## src/hw/conn_pkg.sv

```systemverilog
package conn_pkg;

    // ----------------------------------------
    // Sizes
    // ----------------------------------------

    localparam int IP_WIDTH      = 32;
    localparam int PORT_WIDTH    = 16;
    // Key is IP above port
    localparam int TAG_WIDTH     = 48;
    localparam int HASH_WIDTH    = 4;
    localparam int INDEXES       = 16;
    localparam int WAYS          = 4;
    localparam int WAYS_LOG      = 2;
    // Way index above hash index
    localparam int CONN_ID_WIDTH = 6;
    // Address to read data, in cycles
    localparam int RAM_LATENCY   = 2;

    // ----------------------------------------
    // Types
    // ----------------------------------------

    typedef logic [IP_WIDTH-1:0]   ip_addr_t;
    typedef logic [PORT_WIDTH-1:0] udp_port_t;
    typedef logic [HASH_WIDTH-1:0] hash_idx_t;
    typedef logic [WAYS_LOG-1:0]   way_idx_t;

    typedef struct packed {
        ip_addr_t  ip;
        udp_port_t port;
    } tag_t;

    typedef struct packed {
        way_idx_t  way;
        hash_idx_t hash;
    } conn_id_t;

    // One way of one set
    typedef struct packed {
        logic valid;
        tag_t tag;
    } entry_t;

    // XOR fold of the key into one set index
    function automatic hash_idx_t hash_tag(input tag_t tag);
        hash_idx_t            h;
        logic [TAG_WIDTH-1:0] bits;
        h    = '0;
        bits = tag;
        for (int i = 0; i < TAG_WIDTH / HASH_WIDTH; i++) begin
            h ^= bits[i*HASH_WIDTH +: HASH_WIDTH];
        end
        return h;
    endfunction

endpackage

```

## src/hw/conn_table_if.sv

```systemverilog
interface conn_table_if;
    import conn_pkg::*;

    // Set index, held for a whole command
    hash_idx_t       addr;
    // One write strobe per way
    logic [WAYS-1:0] wren;
    entry_t          wr_entry;
    // All ways at addr, RAM_LATENCY cycles late
    entry_t          rd_entry [WAYS];

    // Command FSM side
    modport ctrl (
        output addr,
        output wren,
        output wr_entry,
        input  rd_entry
    );

    // Way memory side
    modport mem (
        input  addr,
        input  wren,
        input  wr_entry,
        output rd_entry
    );

endinterface

```

## src/hw/bind_fsm.sv

```systemverilog
module bind_fsm (
    input  logic                s00_axis_fw_lookup_aclk,
    input  logic                rst_n,
    input  logic                ctrl_req_valid,
    input  conn_pkg::ip_addr_t  ctrl_req_ip,
    input  conn_pkg::udp_port_t ctrl_req_port,
    input  logic                ctrl_req_bind,
    output logic                ctrl_req_ready,
    output logic                ctrl_resp_valid,
    output conn_pkg::conn_id_t  ctrl_resp_conn_id,
    output logic                ctrl_resp_full,
    conn_table_if.ctrl          tbl
);
    import conn_pkg::*;

    typedef enum logic [2:0] {
        ST_IDLE,
        ST_READ_WAIT,
        ST_BIND_CHECK,
        ST_ALLOC_SCAN,
        ST_UNBIND_CLEAR
    } state_t;

    state_t                 state;
    // One-hot countdown of the table read
    logic [RAM_LATENCY-1:0] wait_sr;
    way_idx_t               scan_way;
    logic [WAYS-1:0]        wren_q;

    // Latched command
    tag_t                   key_q;
    hash_idx_t              hash_q;
    logic                   bind_q;

    logic [WAYS-1:0]        tag_match;
    logic [WAYS-1:0]        hit_vec;
    logic [WAYS-1:0]        free_vec;
    way_idx_t               hit_way;

    // Busy also during the response pulse
    assign ctrl_req_ready = (state == ST_IDLE) && !ctrl_resp_valid;

    // ----------------------------------------
    // Table port
    // ----------------------------------------

    assign tbl.addr     = hash_q;
    assign tbl.wren     = wren_q;
    // Unbind writes the same key with valid low
    assign tbl.wr_entry = {bind_q, key_q};

    // Per-way compare on the read data
    always_comb begin
        hit_way = '0;
        for (int w = 0; w < WAYS; w++) begin
            tag_match[w] = (tbl.rd_entry[w].tag == key_q);
            hit_vec[w]   = tag_match[w] && tbl.rd_entry[w].valid;
            free_vec[w]  = !tbl.rd_entry[w].valid;
            if (hit_vec[w]) begin
                hit_way = way_idx_t'(w);
            end
        end
    end

    always_ff @(posedge s00_axis_fw_lookup_aclk) begin
        if (ctrl_req_valid && ctrl_req_ready) begin
            key_q  <= {ctrl_req_ip, ctrl_req_port};
            hash_q <= hash_tag({ctrl_req_ip, ctrl_req_port});
            bind_q <= ctrl_req_bind;
        end
    end

    // ----------------------------------------
    // Command FSM
    // ----------------------------------------

    always_ff @(posedge s00_axis_fw_lookup_aclk) begin
        if (!rst_n) begin
            state             <= ST_IDLE;
            wait_sr           <= '0;
            scan_way          <= '0;
            wren_q            <= '0;
            ctrl_resp_valid   <= 1'b0;
            ctrl_resp_full    <= 1'b0;
            ctrl_resp_conn_id <= '0;
        end else begin
            // Strobes last one cycle
            wren_q          <= '0;
            ctrl_resp_valid <= 1'b0;
            ctrl_resp_full  <= 1'b0;
            case (state)
                ST_IDLE: begin
                    if (ctrl_req_valid && ctrl_req_ready) begin
                        wait_sr  <= RAM_LATENCY'(1);
                        scan_way <= '0;
                        state    <= ST_READ_WAIT;
                    end
                end
                ST_READ_WAIT: begin
                    wait_sr <= wait_sr << 1;
                    if (wait_sr[RAM_LATENCY-1]) begin
                        state <= bind_q ? ST_BIND_CHECK : ST_UNBIND_CLEAR;
                    end
                end
                ST_BIND_CHECK: begin
                    // Key already bound, hand back its id
                    if (|hit_vec) begin
                        ctrl_resp_valid   <= 1'b1;
                        ctrl_resp_conn_id <= '{way: hit_way, hash: hash_q};
                        state             <= ST_IDLE;
                    end else begin
                        state <= ST_ALLOC_SCAN;
                    end
                end
                ST_ALLOC_SCAN: begin
                    // Lowest free way wins, one way per cycle
                    if (free_vec[scan_way]) begin
                        wren_q[scan_way]  <= 1'b1;
                        ctrl_resp_valid   <= 1'b1;
                        ctrl_resp_conn_id <= '{way: scan_way, hash: hash_q};
                        state             <= ST_IDLE;
                    end else if (scan_way == way_idx_t'(WAYS - 1)) begin
                        ctrl_resp_valid   <= 1'b1;
                        ctrl_resp_full    <= 1'b1;
                        ctrl_resp_conn_id <= '0;
                        state             <= ST_IDLE;
                    end else begin
                        scan_way <= scan_way + 1'b1;
                    end
                end
                ST_UNBIND_CLEAR: begin
                    // Every matching way goes invalid
                    wren_q            <= tag_match;
                    ctrl_resp_valid   <= 1'b1;
                    ctrl_resp_conn_id <= '0;
                    state             <= ST_IDLE;
                end
                default: begin
                    state <= ST_IDLE;
                end
            endcase
        end
    end

endmodule

```

## src/hw/conn_manager.sv

```systemverilog
module conn_manager (
    input  logic                s00_axis_fw_lookup_aclk,
    input  logic                rst_n,

    // Forward lookup
    input  logic                fw_req_valid,
    input  conn_pkg::ip_addr_t  fw_req_ip,
    input  conn_pkg::udp_port_t fw_req_port,
    output logic                fw_resp_valid,
    output logic                fw_resp_hit,
    output conn_pkg::conn_id_t  fw_resp_conn_id,

    // Bind and unbind
    input  logic                ctrl_req_valid,
    input  conn_pkg::ip_addr_t  ctrl_req_ip,
    input  conn_pkg::udp_port_t ctrl_req_port,
    input  logic                ctrl_req_bind,
    output logic                ctrl_req_ready,
    output logic                ctrl_resp_valid,
    output conn_pkg::conn_id_t  ctrl_resp_conn_id,
    output logic                ctrl_resp_full
);
    import conn_pkg::*;

    // ----------------------------------------
    // Internal wiring
    // ----------------------------------------

    hash_idx_t fw_addr;
    entry_t    fw_entries [WAYS];

    conn_table_if tbl_if ();

    fw_lookup i_fw_lookup (
        .s00_axis_fw_lookup_aclk (s00_axis_fw_lookup_aclk),
        .rst_n                   (rst_n),
        .fw_req_valid            (fw_req_valid),
        .fw_req_ip               (fw_req_ip),
        .fw_req_port             (fw_req_port),
        .fw_addr                 (fw_addr),
        .fw_entries              (fw_entries),
        .fw_resp_valid           (fw_resp_valid),
        .fw_resp_hit             (fw_resp_hit),
        .fw_resp_conn_id         (fw_resp_conn_id)
    );

    conn_table i_conn_table (
        .s00_axis_fw_lookup_aclk (s00_axis_fw_lookup_aclk),
        .rst_n                   (rst_n),
        .fw_addr                 (fw_addr),
        .fw_entries              (fw_entries),
        .tbl                     (tbl_if.mem)
    );

    bind_fsm i_bind_fsm (
        .s00_axis_fw_lookup_aclk (s00_axis_fw_lookup_aclk),
        .rst_n                   (rst_n),
        .ctrl_req_valid          (ctrl_req_valid),
        .ctrl_req_ip             (ctrl_req_ip),
        .ctrl_req_port           (ctrl_req_port),
        .ctrl_req_bind           (ctrl_req_bind),
        .ctrl_req_ready          (ctrl_req_ready),
        .ctrl_resp_valid         (ctrl_resp_valid),
        .ctrl_resp_conn_id       (ctrl_resp_conn_id),
        .ctrl_resp_full          (ctrl_resp_full),
        .tbl                     (tbl_if.ctrl)
    );

endmodule

```

## src/hw/conn_table.sv

```systemverilog
module conn_table (
    input  logic                s00_axis_fw_lookup_aclk,
    input  logic                rst_n,
    input  conn_pkg::hash_idx_t fw_addr,
    output conn_pkg::entry_t    fw_entries [conn_pkg::WAYS],
    conn_table_if.mem           tbl
);
    import conn_pkg::*;

    // ----------------------------------------
    // One memory per way
    // ----------------------------------------

    // Addresses and write data shared by all ways
    // Only the write strobe is per way
    for (genvar w = 0; w < WAYS; w++) begin : g_way
        way_ram i_way_ram (
            .s00_axis_fw_lookup_aclk (s00_axis_fw_lookup_aclk),
            .rst_n                   (rst_n),
            .fw_addr                 (fw_addr),
            .fw_entry                (fw_entries[w]),
            .ctrl_addr               (tbl.addr),
            .ctrl_wren               (tbl.wren[w]),
            .ctrl_wr_entry           (tbl.wr_entry),
            .ctrl_entry              (tbl.rd_entry[w])
        );
    end

endmodule

```

## src/hw/fw_lookup.sv

```systemverilog
module fw_lookup (
    input  logic                s00_axis_fw_lookup_aclk,
    input  logic                rst_n,
    input  logic                fw_req_valid,
    input  conn_pkg::ip_addr_t  fw_req_ip,
    input  conn_pkg::udp_port_t fw_req_port,
    output conn_pkg::hash_idx_t fw_addr,
    input  conn_pkg::entry_t    fw_entries [conn_pkg::WAYS],
    output logic                fw_resp_valid,
    output logic                fw_resp_hit,
    output conn_pkg::conn_id_t  fw_resp_conn_id
);
    import conn_pkg::*;

    tag_t                 req_key;
    // Stage 0 is the input register, stage RAM_LATENCY meets the read data
    logic [RAM_LATENCY:0] valid_pipe;
    tag_t                 key_pipe  [RAM_LATENCY+1];
    hash_idx_t            hash_pipe [RAM_LATENCY+1];

    assign req_key = {fw_req_ip, fw_req_port};

    // ----------------------------------------
    // Delay lines
    // ----------------------------------------

    always_ff @(posedge s00_axis_fw_lookup_aclk) begin
        if (!rst_n) begin
            valid_pipe <= '0;
        end else begin
            valid_pipe <= {valid_pipe[RAM_LATENCY-1:0], fw_req_valid};
        end
    end

    always_ff @(posedge s00_axis_fw_lookup_aclk) begin
        key_pipe[0]  <= req_key;
        hash_pipe[0] <= hash_tag(req_key);
        for (int i = 1; i <= RAM_LATENCY; i++) begin
            key_pipe[i]  <= key_pipe[i-1];
            hash_pipe[i] <= hash_pipe[i-1];
        end
    end

    // Table read starts from the registered hash
    assign fw_addr = hash_pipe[0];

    // ----------------------------------------
    // Tag compare
    // ----------------------------------------

    // At most one way holds a given key
    always_comb begin
        fw_resp_hit     = 1'b0;
        fw_resp_conn_id = '0;
        for (int w = 0; w < WAYS; w++) begin
            if (fw_entries[w].valid && (fw_entries[w].tag == key_pipe[RAM_LATENCY])) begin
                fw_resp_hit     = 1'b1;
                fw_resp_conn_id = '{way: way_idx_t'(w), hash: hash_pipe[RAM_LATENCY]};
            end
        end
    end

    assign fw_resp_valid = valid_pipe[RAM_LATENCY];

endmodule

```

## src/hw/way_ram.sv

```systemverilog
module way_ram (
    input  logic                s00_axis_fw_lookup_aclk,
    input  logic                rst_n,
    input  conn_pkg::hash_idx_t fw_addr,
    output conn_pkg::entry_t    fw_entry,
    input  conn_pkg::hash_idx_t ctrl_addr,
    input  logic                ctrl_wren,
    input  conn_pkg::entry_t    ctrl_wr_entry,
    output conn_pkg::entry_t    ctrl_entry
);
    import conn_pkg::*;

    // Per-index valid flags
    logic [INDEXES-1:0] valid_bits;
    // Key storage
    tag_t               tag_mem [INDEXES];

    // Read data delay lines
    entry_t fw_pipe   [RAM_LATENCY];
    entry_t ctrl_pipe [RAM_LATENCY];

    // ----------------------------------------
    // Write port
    // ----------------------------------------

    always_ff @(posedge s00_axis_fw_lookup_aclk) begin
        if (!rst_n) begin
            valid_bits <= '0;
        end else if (ctrl_wren) begin
            valid_bits[ctrl_addr] <= ctrl_wr_entry.valid;
        end
    end

    always_ff @(posedge s00_axis_fw_lookup_aclk) begin
        if (ctrl_wren) begin
            tag_mem[ctrl_addr] <= ctrl_wr_entry.tag;
        end
    end

    // ----------------------------------------
    // Read ports
    // ----------------------------------------

    // Old contents seen on a same-edge write
    always_ff @(posedge s00_axis_fw_lookup_aclk) begin
        fw_pipe[0]   <= '{valid: valid_bits[fw_addr], tag: tag_mem[fw_addr]};
        ctrl_pipe[0] <= '{valid: valid_bits[ctrl_addr], tag: tag_mem[ctrl_addr]};
        for (int i = 1; i < RAM_LATENCY; i++) begin
            fw_pipe[i]   <= fw_pipe[i-1];
            ctrl_pipe[i] <= ctrl_pipe[i-1];
        end
    end

    assign fw_entry   = fw_pipe[RAM_LATENCY-1];
    assign ctrl_entry = ctrl_pipe[RAM_LATENCY-1];

endmodule

```

## config.mk

```make
export PLATFORM = sky130hd
export DESIGN_NAME = conn_manager
export DESIGN_NICKNAME = d
export VERILOG_FILES = /design/src/hw/conn_pkg.sv /design/src/hw/conn_table_if.sv /design/src/hw/bind_fsm.sv /design/src/hw/conn_manager.sv /design/src/hw/conn_table.sv /design/src/hw/fw_lookup.sv /design/src/hw/way_ram.sv
export SDC_FILE = /design/constraint.sdc
export NUM_CORES = 2
export LEC_CHECK = 0
export BUFFER_PORTS_ARGS = -buffer_cell sky130_fd_sc_hd__buf_2
export CAP_MARGIN = 30
export CORE_ASPECT_RATIO = 0.75
export CORE_UTILIZATION = 35
export DETAILED_ROUTE_END_ITERATION = 8
export GPL_ROUTABILITY_DRIVEN = 0
export PLACE_DENSITY_LB_ADDON = 0.15
export SLEW_MARGIN = 20
export SYNTH_ARGS = -nofsm -noshare
export SYNTH_HDL_FRONTEND = slang
export SYNTH_HIERARCHICAL = 1
export SYNTH_SLANG_ARGS = --single-unit
```

## constraint.sdc

```tcl
create_clock -name s00_axis_fw_lookup_aclk -period 3.8 [get_ports s00_axis_fw_lookup_aclk]
set_clock_uncertainty 0.2 [all_clocks]
set_input_delay 0.57 -clock s00_axis_fw_lookup_aclk [delete_from_list [all_inputs] [get_ports s00_axis_fw_lookup_aclk]]
set_output_delay 0.57 -clock s00_axis_fw_lookup_aclk [all_outputs]
set_load 0.05 [all_outputs]
```

==> metrics.txt <==
via count ~95,000; CP max stage cell or3_4; max_slew headroom 0.262; filler instances 42,776; Root Driver clkbuf_16; Worst Setup Slack, final -0.288 ns; DR DRC count 0; hpwl dp 389 mm; synth unique cells 62; Reg clk slew, reported paths roughly 0.060 ns; fin cells between 15,000 and 20,000; largest net degree at the start of global routing 123; Tcrit/Tclk final 1.08; Vert. Die Dim 607 um; die area 491,000 um^2; #FFs+latches synth ~4,200; Finished Cell Area 197,000 um^2; DR WL/cell 38.0 um; multi-input logic area 51,100 um^2; final core occ 0.408; core area 484,000 um^2; Syn. warnings 6; antenna-violating nets left 0; Async SR Flop Fraction 0; final setup TNS -1.50 ns; CP required 3.03 ns; Crit path max-delay family simple AND/OR/NAND/NOR gates; Max-cap violations 0; worst-path cell chain inv_1 -> a22oi_1 -> nor4b_4 -> o2111ai_2 -> or3_4 -> o21ai_2 -> buf_4 -> buf_12; hold path start ctrl_req_bind; Placed Cells around 15,000; # rows 221; Max VDD drop 0.461 mV; IO Pins 118; Iter 0 DRT Violations 11,778; mux share of post-synthesis cell area 0.207; first-pass GRT wire length around 830 mm; Pre-antenna DRT Iters 5; Crit. End Element output pin; Starting Density 0.352; fin. max-slew vios 0; Max clock buf depth 4; IO Port Bufs 117; CTS tree built; sequential cell area 114,000 um^2; clk sinks 4,151; simple-gate share of the synthesized area 0.0219; mean number of vias per cell 5.84; placed cell areas approximately 180,000 um^2; post-synthesis sequential area ratio 0.670; number of buffers and inverters on the critical path 3; Mapped Area 171,000 um^2; Num CTS Buffers 423; commonest non-fill, non-tap cell in the layout edfxtp_1; failing checks setup timing; EDFF count, synth 3,125; worst reg2reg startpoint i_bind_fsm/tbl.wr_entry[15]; share of cells above drive strength 1 0.323; Leak 64.4 nW; Synth Area in XOR/XNOR 0.0228; ys flop type edfxtp_1; total grt overflow 0; post-layout min period 4.09 ns; peak fanout along the critical path 4; CP Class register to output pin; vias in the first global route 96,351; worst skew pair latency 1.04 ns; status finished, violations left; maximum clock rate 245 MHz; die width approximately 810 um; CP Launch Type register; Gate Count Post-Synth 8,938; syn_nets around 9,000; crit path from i_fw_lookup/key_pipe[0][103]; Final Total Pwr between 100 and 150 mW; initial antenna violation count just under 80; Pwr per Cell Area around 750 nW/um^2; setup violators final 7; commonest non-fill, non-tap cells in the layout 3,125 x edfxtp_1, 1,569 x mux4_2, 980 x dfxtp_1, 789 x a22oi_1, 446 x clkbuf_16; Worst EP arrival 3.32 ns; unrepaired setup endpoints after global routing true; Hold Crit Class primary input to register; fin nets 9,361; Synth Area in Compound Gates 0.0414; Synth Area per Inst 19.1 um^2; Total Wirelength around 600 mm; Area Overhead vs Synth 15.6%; Synth Area in Adders 0.000293; worst slew pin tran 1.11 ns; GRT Resource Usage Total 0.246; Largest stage delay, worst path 0.52 ns; largest family of logic cells by synthesized area multiplexers; H-tree levels 5; final hold vios 0
## registers in the layout, indices dropped and copies added (netlist names)
signal	flops
i_conn_table/g_way.i_way_ram/ctrl_pipe	392
i_bind_fsm/bind_q	1
i_conn_table/g_way.i_way_ram/tag_mem	3072
i_bind_fsm/tbl.wren	4
i_fw_lookup/hash_pipe	12
i_fw_lookup/key_pipe	144
i_bind_fsm/state	3
i_bind_fsm/wait_sr	2
i_fw_lookup/valid_pipe	3
i_bind_fsm/tbl.wr_entry	48
i_bind_fsm/ctrl_resp_valid	1
i_conn_table/g_way.i_way_ram/fw_pipe	392
i_bind_fsm/tbl.addr	4
i_bind_fsm/ctrl_resp_conn_id	6
i_bind_fsm/scan_way	2
i_bind_fsm/ctrl_resp_full	1
i_conn_table/g_way.i_way_ram/valid_bits	64
## through the flow
stage | hold WS (ns) | worst slack, ns
4_1_cts | 0.00713 | -0.294
3_3_place_gp | 0.110 | 0.104
3_5_place_dp | 0.112 | 0.270
5_1_grt | 0.0778 | -0.314
2_1_floorplan | 0.110 | -0.195
6_report | 0.0986 | -0.288
## power by group
| group | switching, mW | internal (mW) | total, mW |
|---|---|---|---|
| Sequential | 5.50 | 54.4 | 59.9 |
| Combinational | 27.1 | 18.6 | 45.8 |
| Clock | 18.4 | 24.5 | 42.9 |
## metal layers
layer	track usage	vias to the layer above	wire length, um
met3	0.0474	906	49500
met1	0.346	52093	260000
met4	0.0873	26	23200
met2	0.384	4443	283000
met5	0	-	174
li1	-	37223	-
## synthesized netlist by cell type, drive strengths merged, types with 5 or more instances
cell type | number | area, um^2
edfxtp | 3125 | 93800
mux4 | 1569 | 35300
dfxtp | 1026 | 20500
a22oi | 789 | 5920
buf | 671 | 4980
nand2 | 432 | 1620
clkbuf | 295 | 1110
xor2 | 282 | 2470
xnor2 | 163 | 1430
nor2 | 86 | 323
nand3 | 78 | 403
nor4 | 77 | 513
o21ai | 73 | 365
a21boi | 67 | 503
nand4 | 35 | 219
inv | 31 | 116
nor2b | 19 | 119
and2 | 12 | 75.1
nand2b | 10 | 62.6
and3b | 8 | 70.1
nand3b | 8 | 60.1
mux2i | 6 | 60.1
a31oi | 5 | 31.3
and3 | 5 | 31.3
o22ai | 5 | 31.3
or2 | 5 | 31.3
## repair_timing
item	4_1_cts	5_1_grt
setup buffers	9	1
endpoints found under the hold margin	129	0
gates cloned	0	0
gates resized for setup	86	16
setup endpoints to repair	7	7
hold buffers	149	0
pin swaps	22	17
## logic make-up after synthesis
group                      after synthesis
and+or+nand+nor                        799
AOI/OAI and AO/OA                      964
DFF                                   4151
buffers and inverters                 1000
adders and majority gates                4
muxes                                 1575
xor gates and xnor gates               445
## final timing paths
path,to,slack [ns],cells past startpoint
hold reg to reg,i_conn_table/g_way[0].i_way_ram/ctrl_pipe[0][51],0.12,0
setup reg to reg,i_bind_fsm/ctrl_resp_conn_id[4],0.20,8
setup / recovery,fw_resp_conn_id[4],-0.29,8
hold / removal,i_bind_fsm/bind_q,0.1,2
## layout make-up
class,count,area share
flip-flops and latches,4151,0.580
multi-input cells,3787,0.259
clock buffers,628,0.0627
repair buffers,859,0.0470
well taps,6467,0.0410
clock inverters,176,0.00881
diodes,108,0.00137
inverters,34,0.000729
Note: power is estimated with default switching activity, not from simulation.
